--- config.mk ---
export PLATFORM = sky130hd
export DESIGN_NAME = l2_apb_frontend
export DESIGN_NICKNAME = d
export VERILOG_FILES = /design/src/l2_pkg.sv /design/src/l2_apb_frontend.sv
export VERILOG_INCLUDE_DIRS = /design/src
export SDC_FILE = /design/constraint.sdc
export NUM_CORES = 1
export LEC_CHECK = 0
export BUFFER_PORTS_ARGS = -buffer_cell sky130_fd_sc_hd__buf_2
export CAP_MARGIN = 25
export CORE_AREA = 2 2 73 75
export CTS_BUF_LIST = sky130_fd_sc_hd__clkbuf_2 sky130_fd_sc_hd__clkbuf_4 sky130_fd_sc_hd__clkbuf_8
export DETAILED_ROUTE_END_ITERATION = 6
export DIE_AREA = 0 0 75 77
export HOLD_SLACK_MARGIN = 0.08
export PLACE_DENSITY = 0.65
export SETUP_SLACK_MARGIN = 0.5
export SKIP_LAST_GASP = 1
export SYNTH_ARGS = -nofsm -noshare
export SYNTH_HDL_FRONTEND = slang
export SYNTH_SLANG_ARGS = --single-unit
--- constraint.sdc ---
create_clock -name clk_i -period 1.9 [get_ports clk_i]
set_input_delay 0.095 -clock clk_i [delete_from_list [all_inputs] [get_ports clk_i]]
set_output_delay 0.095 -clock clk_i [all_outputs]
set_load 0.01 [all_outputs]
--- src/l2_defines.svh ---
/*
 * L2 memory subsystem parameters
 * Data path widths, bank geometry, the two address windows and FIFO depth
 */
`ifndef L2_DEFINES_SVH
`define L2_DEFINES_SVH

// APB data path
`define L2_ADDR_W 32
`define L2_DATA_W 32
`define L2_STRB_W 4

// Bank geometry
`define L2_NUM_BANKS 2
`define L2_BANK_ROWS 512
`define L2_ROW_W 9

// Both windows alias the same words
`define L2_WIN_SIZE 32'h1000
`define L2_INTERL_BASE 32'h0000_0000
`define L2_NONINTERL_BASE 32'h0000_1000

// Request and response buffering
`define L2_FIFO_DEPTH 2

`endif

--- src/l2_pkg.sv ---
/*
 * L2 memory subsystem types
 * APB4 completer request and response, plus the internal bank
 * request and response payloads
 */
`include "l2_defines.svh"

package l2_pkg;

  // APB4 requester side
  typedef struct packed {
    logic                  psel;
    logic                  penable;
    logic                  pwrite;
    logic [`L2_ADDR_W-1:0] paddr;
    logic [`L2_DATA_W-1:0] pwdata;
    logic [`L2_STRB_W-1:0] pstrb;
  } apb_req_t;

  typedef struct packed {
    logic [`L2_DATA_W-1:0] prdata;
    logic                  pready;
    logic                  pslverr;
  } apb_rsp_t;

  // One word access to a single bank row
  typedef struct packed {
    logic                  we;
    logic                  bank;
    logic [`L2_ROW_W-1:0]  row;
    logic [`L2_DATA_W-1:0] wdata;
    logic [`L2_STRB_W-1:0] strb;
  } l2_req_t;

  // Prior row contents
  typedef struct packed {
    logic [`L2_DATA_W-1:0] rdata;
  } l2_rsp_t;

endpackage

--- src/l2_apb_frontend.sv ---
`timescale 1ns/1ps
`include "l2_defines.svh"

/*
 * APB front end of the L2 memory
 * Maps the interleaved and non-interleaved windows onto bank and row,
 * keeps one transfer outstanding and completes it with the returned word,
 * or at once with PSLVERR when the address hits no window
 */
module l2_apb_frontend (
  input  logic             clk_i,
  input  logic             reset_i,
  input  l2_pkg::apb_req_t apb_req_i,
  output l2_pkg::apb_rsp_t apb_rsp_o,
  output l2_pkg::l2_req_t  req_o,
  output logic             req_valid_o,
  input  logic             req_ready_i,
  input  l2_pkg::l2_rsp_t  rsp_i,
  input  logic             rsp_valid_i,
  output logic             rsp_ready_o
);

  typedef enum logic [1:0] {
    ST_IDLE,
    ST_ISSUE,
    ST_WAIT
  } state_e;

  state_e state_q;
  state_e state_d;

  logic [`L2_ROW_W:0] word_idx;
  logic               in_interl;
  logic               in_noninterl;
  logic               access;

  assign access   = apb_req_i.psel & apb_req_i.penable;
  assign word_idx = apb_req_i.paddr[`L2_ROW_W+2:2];

  assign in_interl = (apb_req_i.paddr >= `L2_INTERL_BASE) &&
                     (apb_req_i.paddr < (`L2_INTERL_BASE + `L2_WIN_SIZE));
  assign in_noninterl = (apb_req_i.paddr >= `L2_NONINTERL_BASE) &&
                        (apb_req_i.paddr < (`L2_NONINTERL_BASE + `L2_WIN_SIZE));

  // APB fields stay stable until pready, so the payload is built on the fly
  always_comb begin
    req_o.we    = apb_req_i.pwrite;
    req_o.wdata = apb_req_i.pwdata;
    req_o.strb  = apb_req_i.pstrb;
    if (in_interl) begin
      // Consecutive words alternate banks
      req_o.bank = word_idx[0];
      req_o.row  = word_idx[`L2_ROW_W:1];
    end else begin
      // Each bank fills one half
      req_o.bank = word_idx[`L2_ROW_W];
      req_o.row  = word_idx[`L2_ROW_W-1:0];
    end
  end

  always_comb begin
    state_d     = state_q;
    req_valid_o = 1'b0;
    rsp_ready_o = 1'b0;
    apb_rsp_o   = '0;
    case (state_q)
      ST_IDLE: begin
        if (access) begin
          if (!(in_interl || in_noninterl)) begin
            apb_rsp_o.pready  = 1'b1;
            apb_rsp_o.pslverr = 1'b1;
          end else begin
            req_valid_o = 1'b1;
            state_d     = req_ready_i ? ST_WAIT : ST_ISSUE;
          end
        end
      end
      ST_ISSUE: begin
        // Request FIFO was full on the first access cycle
        req_valid_o = 1'b1;
        if (req_ready_i) begin
          state_d = ST_WAIT;
        end
      end
      ST_WAIT: begin
        rsp_ready_o = 1'b1;
        if (rsp_valid_i) begin
          apb_rsp_o.pready = 1'b1;
          // Old word returned for writes is dropped
          apb_rsp_o.prdata = apb_req_i.pwrite ? '0 : rsp_i.rdata;
          state_d          = ST_IDLE;
        end
      end
      default: begin
        state_d = ST_IDLE;
      end
    endcase
  end

  always_ff @(posedge clk_i) begin
    if (reset_i) begin
      state_q <= ST_IDLE;
    end else begin
      state_q <= state_d;
    end
  end

endmodule

==> impl_metrics.ini, run 1 <==
[routing]
viasPerCell = 3.88
drt_iter0_drc = 9
wirelength_um = 3790
vias = 1068
post-route-drc-count = 0
firstDrtPassIters = 2
final_antenna_net_count = 0
wl_per_cell_um = 13.8

[timing]
totalNegativeSetupSlack_ns = 0
finalHoldViolations = 0
max_freq_mhz = 625
period_needed_ns = 1.60
setup_viol = 0
rsz0062_at_grt = yes
period_share_pct = 84.2
fin_skew_ns = 0.00262
slew_violations = 0
slew_headroom_pct = 80.7
worst_pin_slew_ns = 0.290

[die]
dieHeight_um = 77
io_pins = 190
num_rows = 26
core_area_mm2 = 0.00498
dieWidth_um = 75
die_area_mm2 = 0.00578
start_util_pct = 15.8

[synthesis]
syn_nets = 213
syn-cell-area_um2 = 786
synthDistinctLibCells = 20
synth_common_cells = buf_4, and2_1, mux2_2
synth_seq_area_share_pct = 5.10
syn_inst = 106
async_reset_ff_share_pct = 0
yosysWarningCount = 0
synthFlopType = dfxtp_1
avgSynthCellArea_um2 = 7.41
synth.area.top_cells = buf_4, and2_1, mux2_2
ys_seq_elements = 2
synth_edf_count = 0
synth_top_area_share_pct = 35.4
yosys.area.top_type = buf_4
synth.most_common_cell = buf_4

[finish]
antenna_cells = 0
area_growth_pct = 149
largestRegisters = state_q: 2 flops
final_nets = 314
largest_register_ff_count = 2
largest-register = state_q
stdcell_count = 275
layout-drive-gt1-share_pct = 93.7
final_cell_area_mm2 = 0.00195

[critical_path]
crit_fanout = 5
cp.required_ns = 1.80
critPathArrivalTime_ns = 1.51
worst_setup_path_end_kind = output port
crit_path_start_kind = input port
path_class = input port to output port
reg2reg_slack_ns = 0.55

[placed_design]
dp_hpwl_um = 2420
portBuffers = 115
place_area_mm2 = 0.00118
dp_cells = 254
gp_congestion = 0.672

[global_routing]
overflow = 0
grt_pass1_wl_um = 5090
antenna_found_initial = 0
grt_pass1_vias = 1106
grt_use_total_pct = 11.2
grt_max_degree = 8

[clock_tree]
clk_latency_ns = 0.21
h-tree-depth = 1
clk_pin_slew_ns = 0.03
cts_buffers = 3
root_buffer = clkbuf_8
cts_sinks = 2
cts_tree = done
cts_buffer_depth = 2

[status]
status = complete, no violations

[worst_hold_path]
hold_class = input port to register

[power_and_ir_drop]
power_mw = 0.377
powerDensity_mw_per_mm2 = 193
peakVddDrop_uv = 131
p_leak_nw = 0.991

[job]
cap_violations = 0
-- stage by stage --
step	hold slack (ns)	utilization, %	worst slack (ns)
6_report	0.0962	39.3	0.299
5_1_grt	0.0975	39.3	0.228
4_1_cts	0.0888	33.9	0.275
3_5_place_dp	0.190	23.8	0.207
3_3_place_gp	0.190	23.8	0.177
2_1_floorplan	0.170	-	0.449
-- where the power goes --
part	total [mW]	switching [mW]	internal (mW)
clock network	0.165	0.0312	0.134
registers	0.0423	0.0000000254	0.0423
logic	0.170	0.0642	0.106
-- per-layer routing --
layer / track usage, % / up-vias / wire length [µm]
met4: 4.29 / 0 / 16
li1: - / 511 / -
met2: 20.4 / 68 / 2220
met1: 10.1 / 483 / 1150
met3: 5.78 / 6 / 410
met5: 0 / - / 0
-- area by class of cell --
cell class                 count  area (µm²)
inverter                       2        7.51
tap                           70        87.6
clock buffer                   3        41.3
fill                         516        3020
sequential                     2        42.5
timing repair buffer         136        1090
multi-input combinational     62         681
-- logic make-up after synthesis --
group / synth area share [%]
compound gates: 3.82
flops: 5.10
buf+inv: 37.7
mux: 14.3
simple gates: 39.0
-- worst paths after layout --
kind                  from         end  cells after the start
max          apb_req_i[50]   req_o[39]                      7
min                reset_i  state_q[0]                      2
max reg2reg     state_q[1]  state_q[1]                      6
min reg2reg     state_q[0]  state_q[1]                      4
-- worst max-delay path: stages --
cell	delay [ns]
buf_6	0.10
nor4_4	0.26
nand4_1	0.21
nor3_4	0.25
buf_6	0.16
mux2_4	0.31
buf_6	0.12
-- timing repair --
action / 4_1_cts / 5_1_grt
setup endpoints to repair: 43 / 46
gates cloned: 5 / 0
setup buffers: 9 / 3
pin swaps: 34 / 16
hold buffers: 1 / 0
hold endpoints to repair: 1 / 0
resized for setup: 76 / 53
-- cell usage in the layout (no fill, tap or decap), types with 2 or more instances in the layout --
cell type	count
nor3b_1	3
inv_1	2
buf_2	68
nor4_4	4
clkbuf_8	3
mux2_4	10
nor2_4	2
buf_4	9
and2_1	2
and2_4	30
dfxtp_2	2
buf_6	53
buf_8	4
No activity file was read; power rests on OpenSTA's default activity.
==> inputs of run 2 (changes only) <==
clock period = 1.7 ns   (was 1.9 ns; I/O delays follow)
==> impl_metrics.ini, run 2 (synthesized netlist as in run 1, its figures left out) <==
[power_and_ir_drop]
p_leak_nw = 0.864
peakVddDrop_uv = 137
powerDensity_mw_per_mm2 = 230

[die]
dieWidth_um = 75
core_area_mm2 = 0.00498
die_area_mm2 = 0.00578
dieHeight_um = 77
num_rows = 26
start_util_pct = 15.8
io_pins = 190

[critical_path]
critPathBufInv = 4
crit_top_cell = buf_2
worst_setup_path_end_kind = output port
path_class = input port to output port
crit_fanout = 10
cp-startpoint = apb_req_i[61]
cp.required_ns = 1.62
path_delay_family = buffers and inverters
crit_path_start_kind = input port
crit_chain = buf_2 -> nor4_4 -> nand4_1 -> buf_4 -> nor3_4 -> buf_12 -> mux2_2 -> buf_2
slowest_stage = mux2_2
r2r-start = state_q[1]
critPathArrivalTime_ns = 1.54
cpPeakStageDelay_ns = 0.33

[routing]
final_antenna_net_count = 0
viasPerCell = 3.82
wirelength_um = 3230
vias = 1019
wl_per_cell_um = 12.1
firstDrtPassIters = 4
drt_iter0_drc = 8
post-route-drc-count = 0

[clock_tree]
clk_latency_ns = 0.21
cts_sinks = 2
root_buffer = clkbuf_8
cts_tree = done
cts_buffers = 3
h-tree-depth = 1
cts_buffer_depth = 2

[timing]
fin_skew_ns = 0.00278
worst_pin_slew_ns = 0.305
setup_viol = 0
fin_hold_ws_ns = 0.170
period_share_pct = 95.8
slew_headroom_pct = 79.6
max_freq_mhz = 614
finalHoldViolations = 0
rsz0062_at_grt = yes
period_needed_ns = 1.63
slew_violations = 0

[worst_hold_path]
min-delay-start = apb_req_i[17]
hold_class = input port to output port

[global_routing]
grt_pass1_vias = 975
antenna_found_initial = 1
overflow = 0
grt_use_total_pct = 9.91
grt_pass1_wl_um = 4420
grt_max_degree = 11

[status]
status = complete, no violations

[finish]
layout-drive-gt1-share_pct = 91.4
layout_commonest_cell = buf_2
largest-register = state_q
final_cell_mix = buf_2, buf_6, and2_4
largest_register_ff_count = 2
largestRegisters = state_q: 2 flops
antenna_cells = 0
final_nets = 306
multi_input_area_um2 = 607
area_growth_pct = 114
final_cell_area_mm2 = 0.00168
layout.area.seq_um2 = 42.5
fillCellCount = 518

[placed_design]
gp_congestion = 0.694
place_area_mm2 = 0.00126
portBuffers = 115
dp_hpwl_um = 2610

[job]
cap_violations = 0
==> run 2: per-stage QoR <==
stage	setup WS (ns)	std cells	TNS [ns]	power [mW]	util, %
after global placement	-0.0208	254	-0.102	0.183	25.3
after global routing	-0.0120	267	-0.0352	0.407	33.7
after detailed placement	-0.0308	254	-0.187	0.185	25.3
after CTS	0.0666	267	0	0.391	31.5
after floorplan	0.270	106	0	0.170	-
final	0.0715	267	0	0.385	33.7
==> run 2: final timing paths <==
kind / end / slack (ns) / depth (start not counted)
max: req_o[36] / 0.07 / 8
min: req_o[17] / 0.17 / 0
max reg2reg: state_q[0] / 0.51 / 3
min reg2reg: state_q[0] / 0.69 / 3
==> run 2: area by class of cell <==
class | instances | share of cell area, %
multi-input combinational | 62 | 36.1
timing repair buffer | 128 | 53.2
clock buffer | 3 | 2.46
tap | 70 | 5.22
inverter | 2 | 0.447
sequential | 2 | 2.53
==> run 2: where the power goes <==
group	internal [mW]	switching [mW]	total, mW
sequential	0.0473	0.0000000266	0.0473
clock	0.150	0.0399	0.190
combinational	0.0878	0.0605	0.148
total	0.285	0.100	0.385
==> run 2: timing repair <==
action	in CTS	in global routing
endpoints found under the hold margin	1	0
setup buffers	6	0
hold buffers	2	0
gates resized for setup	48	27
pin swaps	36	2
cloned	2	0
setup endpoints to repair	46	46
==> run 2: routing by layer <==
metal	up-vias	wire length (µm)	global-route usage [%]
met5	-	13	0
met2	95	1700	20.2
li1	494	-	-
met1	422	1030	8.00
met4	2	27	3.04
met3	6	449	4.07
==> inputs of run 3 (changes only) <==
BUFFER_PORTS_ARGS = -buffer_cell sky130_fd_sc_hd__clkbuf_2   (was -buffer_cell sky130_fd_sc_hd__buf_2)
SETUP_SLACK_MARGIN = default   (was 0.5)
==> impl_metrics.ini, run 3 (synthesized netlist as in run 1, its figures left out) <==
[status]
status = complete, no violations

[critical_path]
critPathBufInv = 3
cp.required_ns = 1.62
path_delay_family = simple AND/OR/NAND/NOR gates
critPathArrivalTime_ns = 1.51
path_class = input port to output port
crit_path_start_kind = input port
crit_top_cell = clkbuf_2
worst_setup_path_end_kind = output port
crit_chain = clkbuf_2 -> nor4_2 -> nand4_1 -> nor3_4 -> buf_12 -> mux2_2 -> clkbuf_2
cpPeakStageDelay_ns = 0.32
slowest_stage = mux2_2
crit_fanout = 10

[finish]
stdcell_count = 261
largest-register = state_q
area_growth_pct = 67.2
layout_commonest_cell = clkbuf_2
layout-drive-gt1-share_pct = 73.3
final_cell_mix = clkbuf_2, and2_1, mux2_2
final_nets = 300
largest_register_ff_count = 2
largestRegisters = state_q: 2 flops
final_cell_area_mm2 = 0.00131
postLayoutCoreUtil_pct = 26.4
antenna_cells = 0

[power_and_ir_drop]
powerDensity_mw_per_mm2 = 274
power_mw = 0.360
p_leak_nw = 0.738
peakVddDrop_uv = 152

[routing]
wirelength_um = 2550
wl_per_cell_um = 9.78
post-route-drc-count = 0
drt_iter0_drc = 29
viasPerCell = 3.69
firstDrtPassIters = 3
vias = 963
final_antenna_net_count = 0

[timing]
slew_headroom_pct = 78.3
fin_ws_ns = 0.110
setup_viol = 0
fin_hold_ws_ns = 0.170
finalHoldViolations = 0
fin_skew_ns = 0.00220
rsz0062_at_grt = yes
period_needed_ns = 1.59
totalNegativeSetupSlack_ns = 0
max_freq_mhz = 629
period_share_pct = 93.5
worst_pin_slew_ns = 0.324
slew_violations = 0

[global_routing]
grt_pass1_vias = 888
grt_max_degree = 19
grt_pass1_wl_um = 3930
antenna_found_initial = 0
grt_use_total_pct = 8.53
overflow = 0

[die]
die_area_mm2 = 0.00578
num_rows = 26
dieWidth_um = 75
start_util_pct = 15.8
dieHeight_um = 77
io_pins = 190
core_area_mm2 = 0.00498

[clock_tree]
root_buffer = clkbuf_8
cts_tree = done
cts_buffer_depth = 2
cts_sinks = 2
h-tree-depth = 1
cts_buffers = 3
clk_latency_ns = 0.21

[placed_design]
pre_cts_slack_ns = 0.0689
dp_cells = 255
gp_congestion = 0.686
place_area_mm2 = 0.00120
portBuffers = 115

[job]
cap_violations = 0

[worst_hold_path]
hold_class = input port to output port
[run 3: cell types whose count changed in the layout (fill, tap and decap cells not counted), sizes merged]
| cell | before | now |
|---|---|---|
| buf | 126 | 5 |
| clkbuf | 3 | 118 |
[run 3: report_power, final]
part | switching (mW) | internal [mW] | leakage [nW] | total (mW)
sequential | 0.0000000279 | 0.0474 | 0.0161 | 0.0474
combinational | 0.0483 | 0.0821 | 0.701 | 0.130
clock | 0.0328 | 0.149 | 0.0216 | 0.182
total | 0.0811 | 0.279 | 0.738 | 0.360
[run 3: final cells by class]
class,count,area [µm²]
Clock buffer,3,41.3
Fill cell,565,3660
Inverter,2,7.51
Multi-Input combinational cell,62,484
Sequential cell,2,40.0
Tap cell,70,87.6
Timing Repair Buffer,122,653
[run 3: worst register-to-register path, cell delays in order, from the launching register on]
cell and delay, ns:
dfxtp_1 0.32, nand3b_1 0.23, o32ai_1 0.38, nor3b_1 0.21
[run 3: worst paths after layout]
| path | slack, ns | depth (start not counted) | start | end |
|---|---|---|---|---|
| setup reg to reg | 0.49 | 3 | state_q[1] | state_q[0] |
| hold reg to reg | 0.66 | 3 | state_q[1] | state_q[1] |
| setup / recovery | 0.11 | 7 | apb_req_i[61] | req_o[45] |
| hold / removal | 0.17 | 0 | apb_req_i[17] | req_o[17] |
[run 3: repair_timing]
item	4_1_cts	5_1_grt
endpoints found under the setup margin	0	42
resized for setup	0	9
buffers inserted	0	1
hold buffers	2	0
endpoints found under the hold margin	1	0
[run 3: metal layers]
metal,share of wire (%),GRT usage (%),vias to the layer above
met3,16,6.31,6
met2,50,14.3,70
met1,33,8.16,401
met5,0,0,-
li1,-,-,486
met4,0.47,2.14,0
