### config.mk
export PLATFORM = sky130hd
export DESIGN_NAME = l2_fifo
export DESIGN_NICKNAME = d
export VERILOG_FILES = /design/src/l2_fifo.sv
export SDC_FILE = /design/constraint.sdc
export NUM_CORES = 1
export LEC_CHECK = 0
export ABC_CLOCK_PERIOD_IN_PS = 1910
export BUFFER_PORTS_ARGS = -buffer_cell sky130_fd_sc_hd__buf_2
export CORE_AREA = 10 10 47 49
export CTS_CLUSTER_SIZE = 10
export DETAILED_ROUTE_END_ITERATION = 8
export DIE_AREA = 0 0 57 59
export HOLD_SLACK_MARGIN = 0.08
export PLACE_DENSITY = 0.4
export SLEW_MARGIN = 40
export SYNTH_ARGS = -nofsm -noshare
export SYNTH_HDL_FRONTEND = slang
export SYNTH_SLANG_ARGS = --single-unit
### constraint.sdc
create_clock -name clk_i -period 1.91 [get_ports clk_i]
set_input_delay 0.191 -clock clk_i [delete_from_list [all_inputs] [get_ports clk_i]]
set_output_delay 0.191 -clock clk_i [all_outputs]
set_load 0.02 [all_outputs]
### src/l2_fifo.sv
`timescale 1ns/1ps

/*
 * Synchronous FIFO with a type-parameterized payload
 * Circular buffer with valid/ready on both sides, accepts a push
 * while full when the head is popped in the same cycle
 */
module l2_fifo #(
  parameter type         payload_t = logic,
  parameter int unsigned DEPTH     = 2
) (
  input  logic     clk_i,
  input  logic     reset_i,
  input  payload_t in_i,
  input  logic     in_valid_i,
  output logic     in_ready_o,
  output payload_t out_o,
  output logic     out_valid_o,
  input  logic     out_ready_i
);

  localparam int unsigned PTR_W = (DEPTH > 1) ? $clog2(DEPTH) : 1;
  localparam int unsigned CNT_W = $clog2(DEPTH + 1);

  payload_t         mem_q [DEPTH];
  logic [PTR_W-1:0] wr_ptr_q;
  logic [PTR_W-1:0] rd_ptr_q;
  logic [CNT_W-1:0] count_q;
  logic             full;
  logic             push;
  logic             pop;

  assign full        = (count_q == CNT_W'(DEPTH));
  assign out_valid_o = (count_q != '0);
  assign in_ready_o  = ~full | out_ready_i;
  assign push        = in_valid_i & in_ready_o;
  assign pop         = out_valid_o & out_ready_i;
  assign out_o       = mem_q[rd_ptr_q];

  always_ff @(posedge clk_i) begin
    if (reset_i) begin
      wr_ptr_q <= '0;
      rd_ptr_q <= '0;
      count_q  <= '0;
    end else begin
      if (push) begin
        wr_ptr_q <= (wr_ptr_q == PTR_W'(DEPTH - 1)) ? '0 : wr_ptr_q + 1'b1;
      end
      if (pop) begin
        rd_ptr_q <= (rd_ptr_q == PTR_W'(DEPTH - 1)) ? '0 : rd_ptr_q + 1'b1;
      end
      case ({push, pop})
        2'b10:   count_q <= count_q + 1'b1;
        2'b01:   count_q <= count_q - 1'b1;
        default: count_q <= count_q;
      endcase
    end
  end

  always_ff @(posedge clk_i) begin
    if (push) begin
      mem_q[wr_ptr_q] <= in_i;
    end
  end

endmodule

==> key figures, run 1 <==
Outcome
  • Status: complete, no violations

Clock network
  • Clk pin slew, worst setup/hold paths: roughly 0.050 ns
  • Root buffer cell: clkbuf_4
  • Total setup buffers inserted after CTS: 0
  • CTS tree: built
  • Clk buf depth: 2
  • Post-CTS Resized: 0
  • Clock Latency Late Sink: approximately 0.25 ns
  • H-Tree Depth: 1
  • Total clock buffers created by CTS: 3
  • Clock net sink count: 7
  • Hold-fix buffers, CTS: 0

Power and ir drop
  • Combinational share of power: 0.370
  • Pwr dens: between 1000 and 1500 nW/µm²
  • P_int: a little under 400 µW
  • Total power: 583 µW
  • Reg power frac: 0.397
  • Max IR drop VDD: roughly 0.41 mV
  • Leakage: 0.166 nW
  • Switching power: ~200 µW
  • Clock share of power: 0.232
  • Switching share of power: 0.342

Global routing
  • First-pass GRT wire length: approximately 1000 µm
  • Initial antenna violation count: 0
  • Global Route Usage Sum: 0.0437
  • Number of global-route vias before repair: ~250
  • Largest net degree at the start of global routing: 7
  • Global route overflow: 0

Setup path
  • Crit Path Max Fanout: 5
  • Critical path's slowest cell: or3b_4
  • Crit path max-delay family: simple AND/OR/NAND/NOR gates
  • CP Data Required Time: 2.10 ns
  • Cells along the critical path: or3b_4 > nand2_4 > ha_1 > or3_1 > a21oi_1
  • R2r worst-path depth: 5
  • Crit path launch type: flip-flop
  • Max incr delay on CP: between 0.4 and 0.5 ns
  • Setup Crit Path Kind: reg2reg
  • Reg-to-reg critical path startpoint: count_q[1]
  • Arrival @ worst endpoint: between 1.5 and 2 ns
  • RR Endpoint: count_q[1]
  • Worst reg2reg setup slack: 0.20 ns
  • CP startpoint: count_q[1]
  • Buffers & Inverters on Critical Path: 0
  • Setup crit end kind: flip-flop

Logic synthesis
  • Post-synth top area share: 0.323
  • Synth Cell Area: ~310 µm²
  • Yosys warns: 0
  • Synthesized flop and latch total: 7
  • Synth top cells by count: dfxtp_1, nor2_1, edfxtp_1, xnor2_1
  • Post-Synth Adder-Cell Area: 0.0403
  • Synth Area in Simple Gates: 0.218
  • Compound-Gate Fraction of Synth Area: 0.0565
  • Yosys cell types: 17
  • Syn nets: 33
  • Combinational family with the most area after synthesis: simple AND/OR/NAND/NOR gates
  • Synth Area per Inst: approximately 11 µm²
  • Top_reg_cell synth: dfxtp_1
  • Synth area leader: dfxtp_1
  • Mux cell area share after synthesis: 0.0847
  • Asr flop ratio synth: 0
  • Gate Count Post-Synth: 27
  • Post-synth EDFFs: 2
  • Synth top area cells: dfxtp_1, edfxtp_1, nor2_1
  • Post-synthesis xor/xnor area fraction: 0.0847
  • Register area share after synthesis: 0.516

Die
  • Die height: between 50 and 60 µm
  • Area of the die: 3360 µm²
  • Starting density of the core: 0.221
  • Die width: about 57 µm
  • I/O pin total: 8
  • Row count: 14
  • Core outline area: 1400 µm²

Cells and area
  • Syn-to-layout area delta: 26.2%
  • Share of cells above drive strength 1: 0.421
  • Finished Layout Cells: 54
  • Antenna diode count: 0
  • Post-layout nets: 45

Timing
  • Final period demand of the worst path: ~1.7 ns
  • Tcrit/Tclk final: 0.895
  • Least-Margin Pin Slew: 0.198 ns
  • Rel. slew slack: 0.868
  • Fmax: roughly 590 MHz
  • Fin. Hold Viols: 0
  • Final Max Tran Viols: 0
  • Final setup viols: 0
  • PnR worst setup slack: slightly above 0.2 ns
  • Layout Skew: approximately 0.002 ns
  • Final TNS setup: 0 ns
  • RSZ-0062 raised after global routing: no

Min path
  • Min-delay src: in_i
  • Hold Path Depth: 1
  • Hold EP: mem_q[0]
  • Hold Crit Class: in2reg

Placed design
  • Routability congestion estimate from global placement: between 0.7 and 0.8
  • Placement Setup Slack: roughly 0.22 ns
  • Port-buffer cells: 7
  • DP Cell Count: 50

Detailed routing
  • Initial DRC Count: 4
  • Vias/cell: ~4.2
  • Via count: approximately 230
  • Routed wire per std cell: approximately 11 µm
  • DRC Markers: 0
  • Total Wirelength: ~600 µm
  • Number of iterations in the first detailed-routing pass: 3
  • Remaining antenna violation count: 0

Run
  • Max-Cap Viols: 0
==> power groups by stage <==
stage               sequential (mW)  clock, mW  combinational [mW]
finish                        0.232      0.136               0.216
global route                  0.240      0.155               0.237
CTS                           0.232      0.142               0.220
detailed placement            0.234          0               0.218
global placement              0.231          0               0.212
floorplan                     0.226          0               0.169
==> worst register-to-register path, stage by stage, from the launching register on <==
cell and delay, ns:
dfxtp_1 0.38, or3b_4 0.43, nand2_4 0.10, ha_1 0.25, or3_1 0.36, a21oi_1 0.14
==> metrics by stage <==
| step | hold WS [ns] | instance area, µm² | util |
|---|---|---|---|
| after global routing | 0.111 | 392 | 0.279 |
| after CTS | 0.120 | 392 | 0.279 |
| after global placement | 0.380 | 365 | 0.261 |
| after floorplan | 0.260 | 310 | - |
| after detailed placement | 0.383 | 365 | 0.261 |
| final | 0.128 | 392 | 0.279 |
==> placed cells by master, fill, tap and decap left out <==
master	instances
ha_1	1
o21ai_0	1
dfxtp_1	5
edfxtp_1	2
and3_2	1
mux2_2	1
xnor2_1	2
or3b_4	1
or3_1	1
xor2_1	1
o21a_1	1
mux2_4	1
or2_2	1
clkbuf_4	3
a21oi_1	1
buf_2	7
nand2_4	1
nor2_1	5
clkbuf_1	1
nor2b_1	1
==> layer usage <==
metal,vias to the layer above,share of wire,GRT usage
li1,114,-,-
met1,106,0.39,0.0382
met2,5,0.51,0.0589
met3,2,0.077,0.0343
met4,0,0.022,0.0503
met5,-,0,0
==> layout make-up <==
cell class / instances / area, µm²
fillers: 161 / 1010
flip-flops and latches: 7 / 160
multi-input cells: 20 / 150
repair buffers: 7 / 35.0
clock buffers: 4 / 26.3
well taps: 16 / 20.0
==> worst max-delay path by stage <==
stage	to	slack (ns)	cells after the start
global route	count_q[1]	0.12	5
CTS	count_q[1]	0.20	5
detailed placement	count_q[1]	0.22	5
global placement	count_q[1]	0.25	5
finish	count_q[1]	0.20	5
floorplan	count_q[1]	0.24	5
==> cells by family (layout without fill, tap and decap cells) <==
logic type,Yosys count,in the layout
xor gates and xnor gates,3,3
buffers and inverters,0,11
AOI/OAI and AO/OA,3,3
muxes,2,2
and+or+nand+nor,11,11
DFF,7,7
adders and majority gates,1,1
(Power assumes the default switching activity.)
==> run 2: changes to the inputs <==
--- a/config.mk
+++ b/config.mk
@@ -7,12 +7,14 @@
 export LEC_CHECK = 0
 export ABC_CLOCK_PERIOD_IN_PS = 1910
 export BUFFER_PORTS_ARGS = -buffer_cell sky130_fd_sc_hd__buf_2
+export CELL_PAD_IN_SITES_DETAIL_PLACEMENT = 1
+export CELL_PAD_IN_SITES_GLOBAL_PLACEMENT = 1
 export CORE_AREA = 10 10 47 49
 export CTS_CLUSTER_SIZE = 10
 export DETAILED_ROUTE_END_ITERATION = 8
 export DIE_AREA = 0 0 57 59
 export HOLD_SLACK_MARGIN = 0.08
-export PLACE_DENSITY = 0.4
+export PLACE_DENSITY = 0.48
 export SLEW_MARGIN = 40
 export SYNTH_ARGS = -nofsm -noshare
 export SYNTH_HDL_FRONTEND = slang
==> run 2 against run 1 <==
Compared with the run above: combinational power up 3%; worst hold slack gained 0.013 ns; via count down 3.5%; sequential power hardly changed; critical endpoint unchanged; largest cell class unchanged; largest power group unchanged.
==> key figures, run 2 (same netlist as run 1, synthesis figures left out) <==
Outcome
  • Status: complete, no violations (unchanged)

Global routing
  • Largest net degree at the start of global routing: 7 (unchanged)
  • Global Route Usage Sum: 0.0463 (was 0.0437)
  • Met3 Use GR: 0.0494 (was 0.0343)
  • Global route overflow: 0 (unchanged)
  • Met1 usage: 0.0369 (was 0.0382)
  • First-pass GRT wire length: 1160 µm (was 1050 µm)
  • M2 GR Usage: 0.0775 (was 0.0589)
  • Number of global-route vias before repair: 254 (was 247)
  • Initial antenna violation count: 0 (unchanged)
  • Busiest grt layer: met2 (unchanged)

Clock network
  • Clk buf depth: 2 (unchanged)
  • Clock net sink count: 7 (unchanged)
  • Post-CTS Resized: 0 (unchanged)
  • Total clock buffers created by CTS: 3 (unchanged)
  • Total setup buffers inserted after CTS: 0 (unchanged)
  • Root buffer cell: clkbuf_4 (unchanged)
  • Hold-fix buffers, CTS: 0 (unchanged)
  • Clk pin slew, worst setup/hold paths: 0.05 ns (about the same)
  • Clock Latency Late Sink: 0.25 ns (about the same)
  • H-Tree Depth: 1 (unchanged)
  • CTS tree: built (unchanged)

Timing
  • RSZ-0062 raised after global routing: no (unchanged)
  • Rel. slew slack: 0.855 (was 0.868)
  • Final period demand of the worst path: 1.73 ns (was 1.71 ns)
  • PnR worst setup slack: 0.184 ns (was 0.201 ns)
  • Final setup viols: 0 (unchanged)
  • Min Hold Slack: 0.141 ns (was 0.128 ns)
  • Least-Margin Pin Slew: 0.217 ns (was 0.198 ns)
  • Fmax: 579 MHz (was 585 MHz)
  • Final TNS setup: 0 ns (unchanged)
  • Layout Skew: 0.00673 ns (was 0.00206 ns)
  • Final Max Tran Viols: 0 (unchanged)
  • Fin. Hold Viols: 0 (unchanged)
  • Tcrit/Tclk final: 0.904 (was 0.895)

Detailed routing
  • Total Wirelength: 658 µm (was 598 µm)
  • Number of iterations in the first detailed-routing pass: 1 (was 3)
  • Routed wire per std cell: 12.2 µm (was 11.1 µm)
  • Initial DRC Count: 0 (was 4)
  • Via count: 219 (was 227)
  • Vias/cell: 4.06 (was 4.20)
  • DRC Markers: 0 (unchanged)
  • Remaining antenna violation count: 0 (unchanged)

Cells and area
  • Multi-input gate area: 150 µm² (unchanged)
  • Share of cells above drive strength 1: 0.421 (unchanged)
  • Filler Cell Count: 177 (was 161)
  • Most common cell after layout, fill and taps aside: buf_2 (unchanged)
  • Post-layout nets: 45 (unchanged)
  • Commonest non-fill, non-tap cells in the layout: buf_2, nor2_1, dfxtp_1 (unchanged)
  • Finished Core Util: 0.279 (unchanged)
  • Syn-to-layout area delta: 26.2% (unchanged)
  • Antenna diode count: 0 (unchanged)
  • FF/Latch Area: 160 µm² (unchanged)
  • Final instance area: 392 µm² (unchanged)
  • Finished Layout Cells: 54 (unchanged)

Power and ir drop
  • Leakage: 0.166 nW (unchanged)
  • Pwr dens: 1490 nW/µm² (about the same)
  • Max IR drop VDD: 0.446 mV (was 0.414 mV)
  • Total power: 584 µW (was 583 µW)

Placed design
  • Placed inst area: 365 µm² (unchanged)
  • Placement Setup Slack: 0.212 ns (was 0.224 ns)
  • Port-buffer cells: 7 (unchanged)
  • DP Cell Count: 50 (unchanged)
  • Routability congestion estimate from global placement: 0.671 (was 0.733)

Die
  • Starting density of the core: 0.221 (unchanged)
  • Die height: 59 µm (unchanged)
  • Core outline area: 1400 µm² (unchanged)
  • Die width: 57 µm (unchanged)
  • I/O pin total: 8 (unchanged)
  • Area of the die: 3360 µm² (unchanged)
  • Row count: 14 (unchanged)

Setup path
  • Arrival @ worst endpoint: 1.91 ns (was 1.90 ns)
  • CP Data Required Time: 2.09 ns (was 2.10 ns)
  • Crit path to: count_q[1] (unchanged)
  • Setup Crit Path Kind: reg2reg (unchanged)
  • Worst reg2reg setup slack: 0.18 ns (was 0.20 ns)
  • CP startpoint: count_q[1] (unchanged)
  • Crit path launch type: flip-flop (unchanged)
  • RR Endpoint: count_q[1] (unchanged)
  • R2r worst-path depth: 5 (unchanged)
  • Reg-to-reg critical path startpoint: count_q[1] (unchanged)
  • Crit Path Max Fanout: 5 (unchanged)
  • Setup crit end kind: flip-flop (unchanged)

Run
  • Max-Cap Viols: 0 (unchanged)

Min path
  • Hold Crit Class: in2reg (unchanged)
## run 2: cell counts in the layout (fill, tap and decap cells not counted)
Identical to the previous run, type by type.
## run 2: per-layer routing
layer  vias to the layer above  part of all wire
met3                         0             0.074
li1                        115                 -
met4                         0                 0
met5                         -                 0
met2                         5              0.57
met1                        99              0.35
## run 2: final cells by class
type                            count  share of cell area
Tap cell                           16              0.0511
Clock buffer                        4              0.0671
Sequential cell                     7               0.409
Multi-Input combinational cell     20               0.383
Timing Repair Buffer                7              0.0895
## run 2: worst max-delay path: stages, from the launching register on
cell and delay, ns:
dfxtp_1 0.38, or3b_4 0.42, nand2_4 0.10, ha_1 0.27
or3_1 0.36, a21oi_1 0.14
## run 2: worst min path at each step
stage,slack [ns],end,cells after the start,start
global placement,0.38,mem_q[0],1,in_i
floorplan,0.26,count_q[1],1,reset_i
finish,0.14,mem_q[0],1,in_i
global route,0.12,mem_q[0],1,in_i
detailed placement,0.40,mem_q[0],1,in_i
CTS,0.13,mem_q[0],1,in_i
## run 2: power breakdown
group,internal [mW],total (mW),switching [mW]
registers,0.198,0.232,0.0339
logic,0.107,0.222,0.115
clock network,0.0795,0.131,0.0515
total,0.384,0.584,0.200
==> run 3: changes to the inputs <==
--- a/config.mk
+++ b/config.mk
@@ -6,15 +6,16 @@
 export NUM_CORES = 1
 export LEC_CHECK = 0
 export ABC_CLOCK_PERIOD_IN_PS = 1910
-export BUFFER_PORTS_ARGS = -buffer_cell sky130_fd_sc_hd__buf_2
 export CELL_PAD_IN_SITES_DETAIL_PLACEMENT = 1
 export CELL_PAD_IN_SITES_GLOBAL_PLACEMENT = 1
 export CORE_AREA = 10 10 47 49
 export CTS_CLUSTER_SIZE = 10
 export DETAILED_ROUTE_END_ITERATION = 8
 export DIE_AREA = 0 0 57 59
+export DONT_BUFFER_PORTS = 1
 export HOLD_SLACK_MARGIN = 0.08
-export PLACE_DENSITY = 0.48
+export PLACE_DENSITY = 0.41
+export RECOVER_POWER = 100
 export SLEW_MARGIN = 40
 export SYNTH_ARGS = -nofsm -noshare
 export SYNTH_HDL_FRONTEND = slang
==> run 3 against run 2 <==
Compared with the run above: power shrank 5.4%; sequential share of layout area is 1.6 points higher; critical path depth unchanged; clock power is essentially flat; non-clock buffer count decreased by 5.
==> key figures, run 3 (same netlist as run 1, synthesis figures left out) <==
Setup path
  • RR Endpoint: count_q[1] (unchanged)
  • Buffers & Inverters on Critical Path: 0 (unchanged)
  • Reg-to-reg critical path startpoint: count_q[1] (unchanged)
  • Cells along the critical path: or3b_4 > nand2_4 > ha_1 > or3_1 > a21oi_1 (unchanged)
  • Arrival @ worst endpoint: 1.94 ns (was 1.91 ns)
  • Crit path to: count_q[1] (unchanged)
  • CP startpoint: count_q[1] (unchanged)
  • CP Data Required Time: 2.09 ns (about the same)
  • WP depth: 5 (unchanged)
  • Worst reg2reg setup slack: 0.15 ns (was 0.18 ns)
  • Setup Crit Path Kind: reg2reg (unchanged)
  • Crit Path Max Fanout: 5 (unchanged)
  • R2r worst-path depth: 5 (unchanged)
  • Crit path launch type: flip-flop (unchanged)
  • Max incr delay on CP: 0.46 ns (was 0.42 ns)
  • Critical path's slowest cell: or3b_4 (unchanged)
  • Setup crit end kind: flip-flop (unchanged)
  • Crit path max-delay family: simple AND/OR/NAND/NOR gates (unchanged)

Global routing
  • Global route overflow: 0 (unchanged)
  • Initial antenna violation count: 0 (unchanged)
  • Number of global-route vias before repair: 225 (was 254)
  • Global Route Usage Sum: 0.0462 (was 0.0463)
  • First-pass GRT wire length: 1080 µm (was 1160 µm)
  • Largest net degree at the start of global routing: 6 (was 7)

Detailed routing
  • Number of iterations in the first detailed-routing pass: 2 (was 1)
  • Vias/cell: 4.24 (was 4.06)
  • Via count: 208 (was 219)
  • Initial DRC Count: 2 (was 0)
  • Routed wire per std cell: 12.7 µm (was 12.2 µm)
  • Remaining antenna violation count: 0 (unchanged)
  • DRC Markers: 0 (unchanged)
  • Total Wirelength: 621 µm (was 658 µm)

Die
  • Core outline area: 1400 µm² (unchanged)
  • I/O pin total: 8 (unchanged)
  • Die width: 57 µm (unchanged)
  • Die height: 59 µm (unchanged)
  • Area of the die: 3360 µm² (unchanged)
  • Row count: 14 (unchanged)
  • Starting density of the core: 0.221 (unchanged)

Cells and area
  • Share of cells above drive strength 1: 0.242 (was 0.421)
  • Post-layout nets: 40 (was 45)
  • Finished Layout Cells: 49 (was 54)
  • Syn-to-layout area delta: 21.4% (was 26.2%)
  • FF/Latch Area: 160 µm² (unchanged)
  • Multi-input gate area: 150 µm² (unchanged)
  • Commonest non-fill, non-tap cells in the layout: nor2_1, dfxtp_1, clkbuf_4 (was buf_2, nor2_1, dfxtp_1)
  • Filler Cell Count: 171 (was 177)
  • Antenna diode count: 0 (unchanged)

Clock network
  • Clk pin slew, worst setup/hold paths: 0.05 ns (about the same)
  • Post-CTS Resized: 0 (unchanged)
  • Root buffer cell: clkbuf_4 (unchanged)
  • Total clock buffers created by CTS: 3 (unchanged)
  • Clock net sink count: 7 (unchanged)
  • H-Tree Depth: 1 (unchanged)
  • CTS tree: built (unchanged)
  • Clock Latency Late Sink: 0.25 ns (about the same)
  • Clk buf depth: 2 (unchanged)

Timing
  • RSZ-0062 raised after global routing: no (unchanged)
  • Final setup viols: 0 (unchanged)
  • Final Max Tran Viols: 0 (unchanged)
  • PnR worst setup slack: 0.149 ns (was 0.184 ns)
  • Layout Skew: 0.000963 ns (was 0.00673 ns)
  • Fmax: 568 MHz (was 579 MHz)
  • Least-Margin Pin Slew: 0.199 ns (was 0.217 ns)
  • Min Hold Slack: 0.169 ns (was 0.141 ns)
  • Rel. slew slack: 0.867 (was 0.855)
  • Tcrit/Tclk final: 0.922 (was 0.904)
  • Fin. Hold Viols: 0 (unchanged)
  • Final period demand of the worst path: 1.76 ns (was 1.73 ns)
  • Final TNS setup: 0 ns (unchanged)

Placed design
  • DP Cell Count: 43 (was 50)
  • Port-buffer cells: 0 (was 7)
  • Placement Setup Slack: 0.153 ns (was 0.212 ns)
  • Dpl hpwl: around 480 µm
  • Routability congestion estimate from global placement: 0.600 (was 0.671)

Power and ir drop
  • Pwr dens: 1470 nW/µm² (was 1490 nW/µm²)
  • P_int: 367 µW (was 384 µW)
  • Switching power: 186 µW (was 200 µW)
  • Leakage: 0.148 nW (was 0.166 nW)
  • Combinational share of power: 0.346 (was 0.379)
  • Switching share of power: 0.337 (was 0.343)
  • Reg power frac: 0.417 (was 0.397)
  • Clock share of power: 0.238 (was 0.224)
  • Max IR drop VDD: 0.474 mV (was 0.446 mV)

Run
  • Max-Cap Viols: 0 (unchanged)

Outcome
  • Status: complete, no violations (unchanged)

Min path
  • Hold Crit Class: in2reg (unchanged)
[run 3: cell types whose count changed in the layout (fill, tap and decap cells not counted), sizes merged]
cell	before	now
buf	7	0
dlygate4sd3	0	2
[run 3: area by class of cell]
| class | count | area share |
|---|---|---|
| Multi-Input combinational cell | 20 | 0.399 |
| Sequential cell | 7 | 0.425 |
| Clock buffer | 4 | 0.0698 |
| Timing Repair Buffer | 2 | 0.0532 |
| Tap cell | 16 | 0.0532 |
[run 3: worst min-delay path by stage]
stage	startpoint	to	slack [ns]	cells past startpoint
after floorplan	reset_i	count_q[1]	0.26	1
after global placement	reset_i	count_q[1]	0.26	1
after detailed placement	reset_i	count_q[1]	0.27	1
after CTS	in_valid_i	wr_ptr_q	0.17	2
after global routing	in_valid_i	wr_ptr_q	0.16	2
final	in_valid_i	wr_ptr_q	0.17	2
[run 3: metal layers]
metal / routed length, µm / global-route usage / vias to the layer above / share of wire
met5: 0 / 0 / - / 0
met4: 17 / 0.0503 / 0 / 0.027
met3: 37 / 0.0343 / 2 / 0.060
met2: 344 / 0.0698 / 4 / 0.55
met1: 223 / 0.0367 / 96 / 0.36
li1: - / - / 106 / -
[run 3: timing repair]
action                                 in CTS  in global routing
buffers inserted                            0                  0
endpoints found under the hold margin       6                  0
hold buffers                                2                  0
[run 3: power by group through the flow]
stage               Combinational, mW  Sequential (mW)  Clock [mW]
floorplan                       0.169            0.226           0
global route                    0.220            0.239       0.148
finish                          0.191            0.230       0.131
CTS                             0.199            0.231       0.139
detailed placement              0.192            0.234           0
global placement                0.188            0.230           0
[run 3: stage by stage]
stage,utilization,area (µm²),power (mW)
after detailed placement,0.236,330,0.426
final,0.269,377,0.553
after floorplan,-,310,0.396
after CTS,0.269,377,0.569
after global routing,0.269,377,0.607
after global placement,0.236,330,0.418
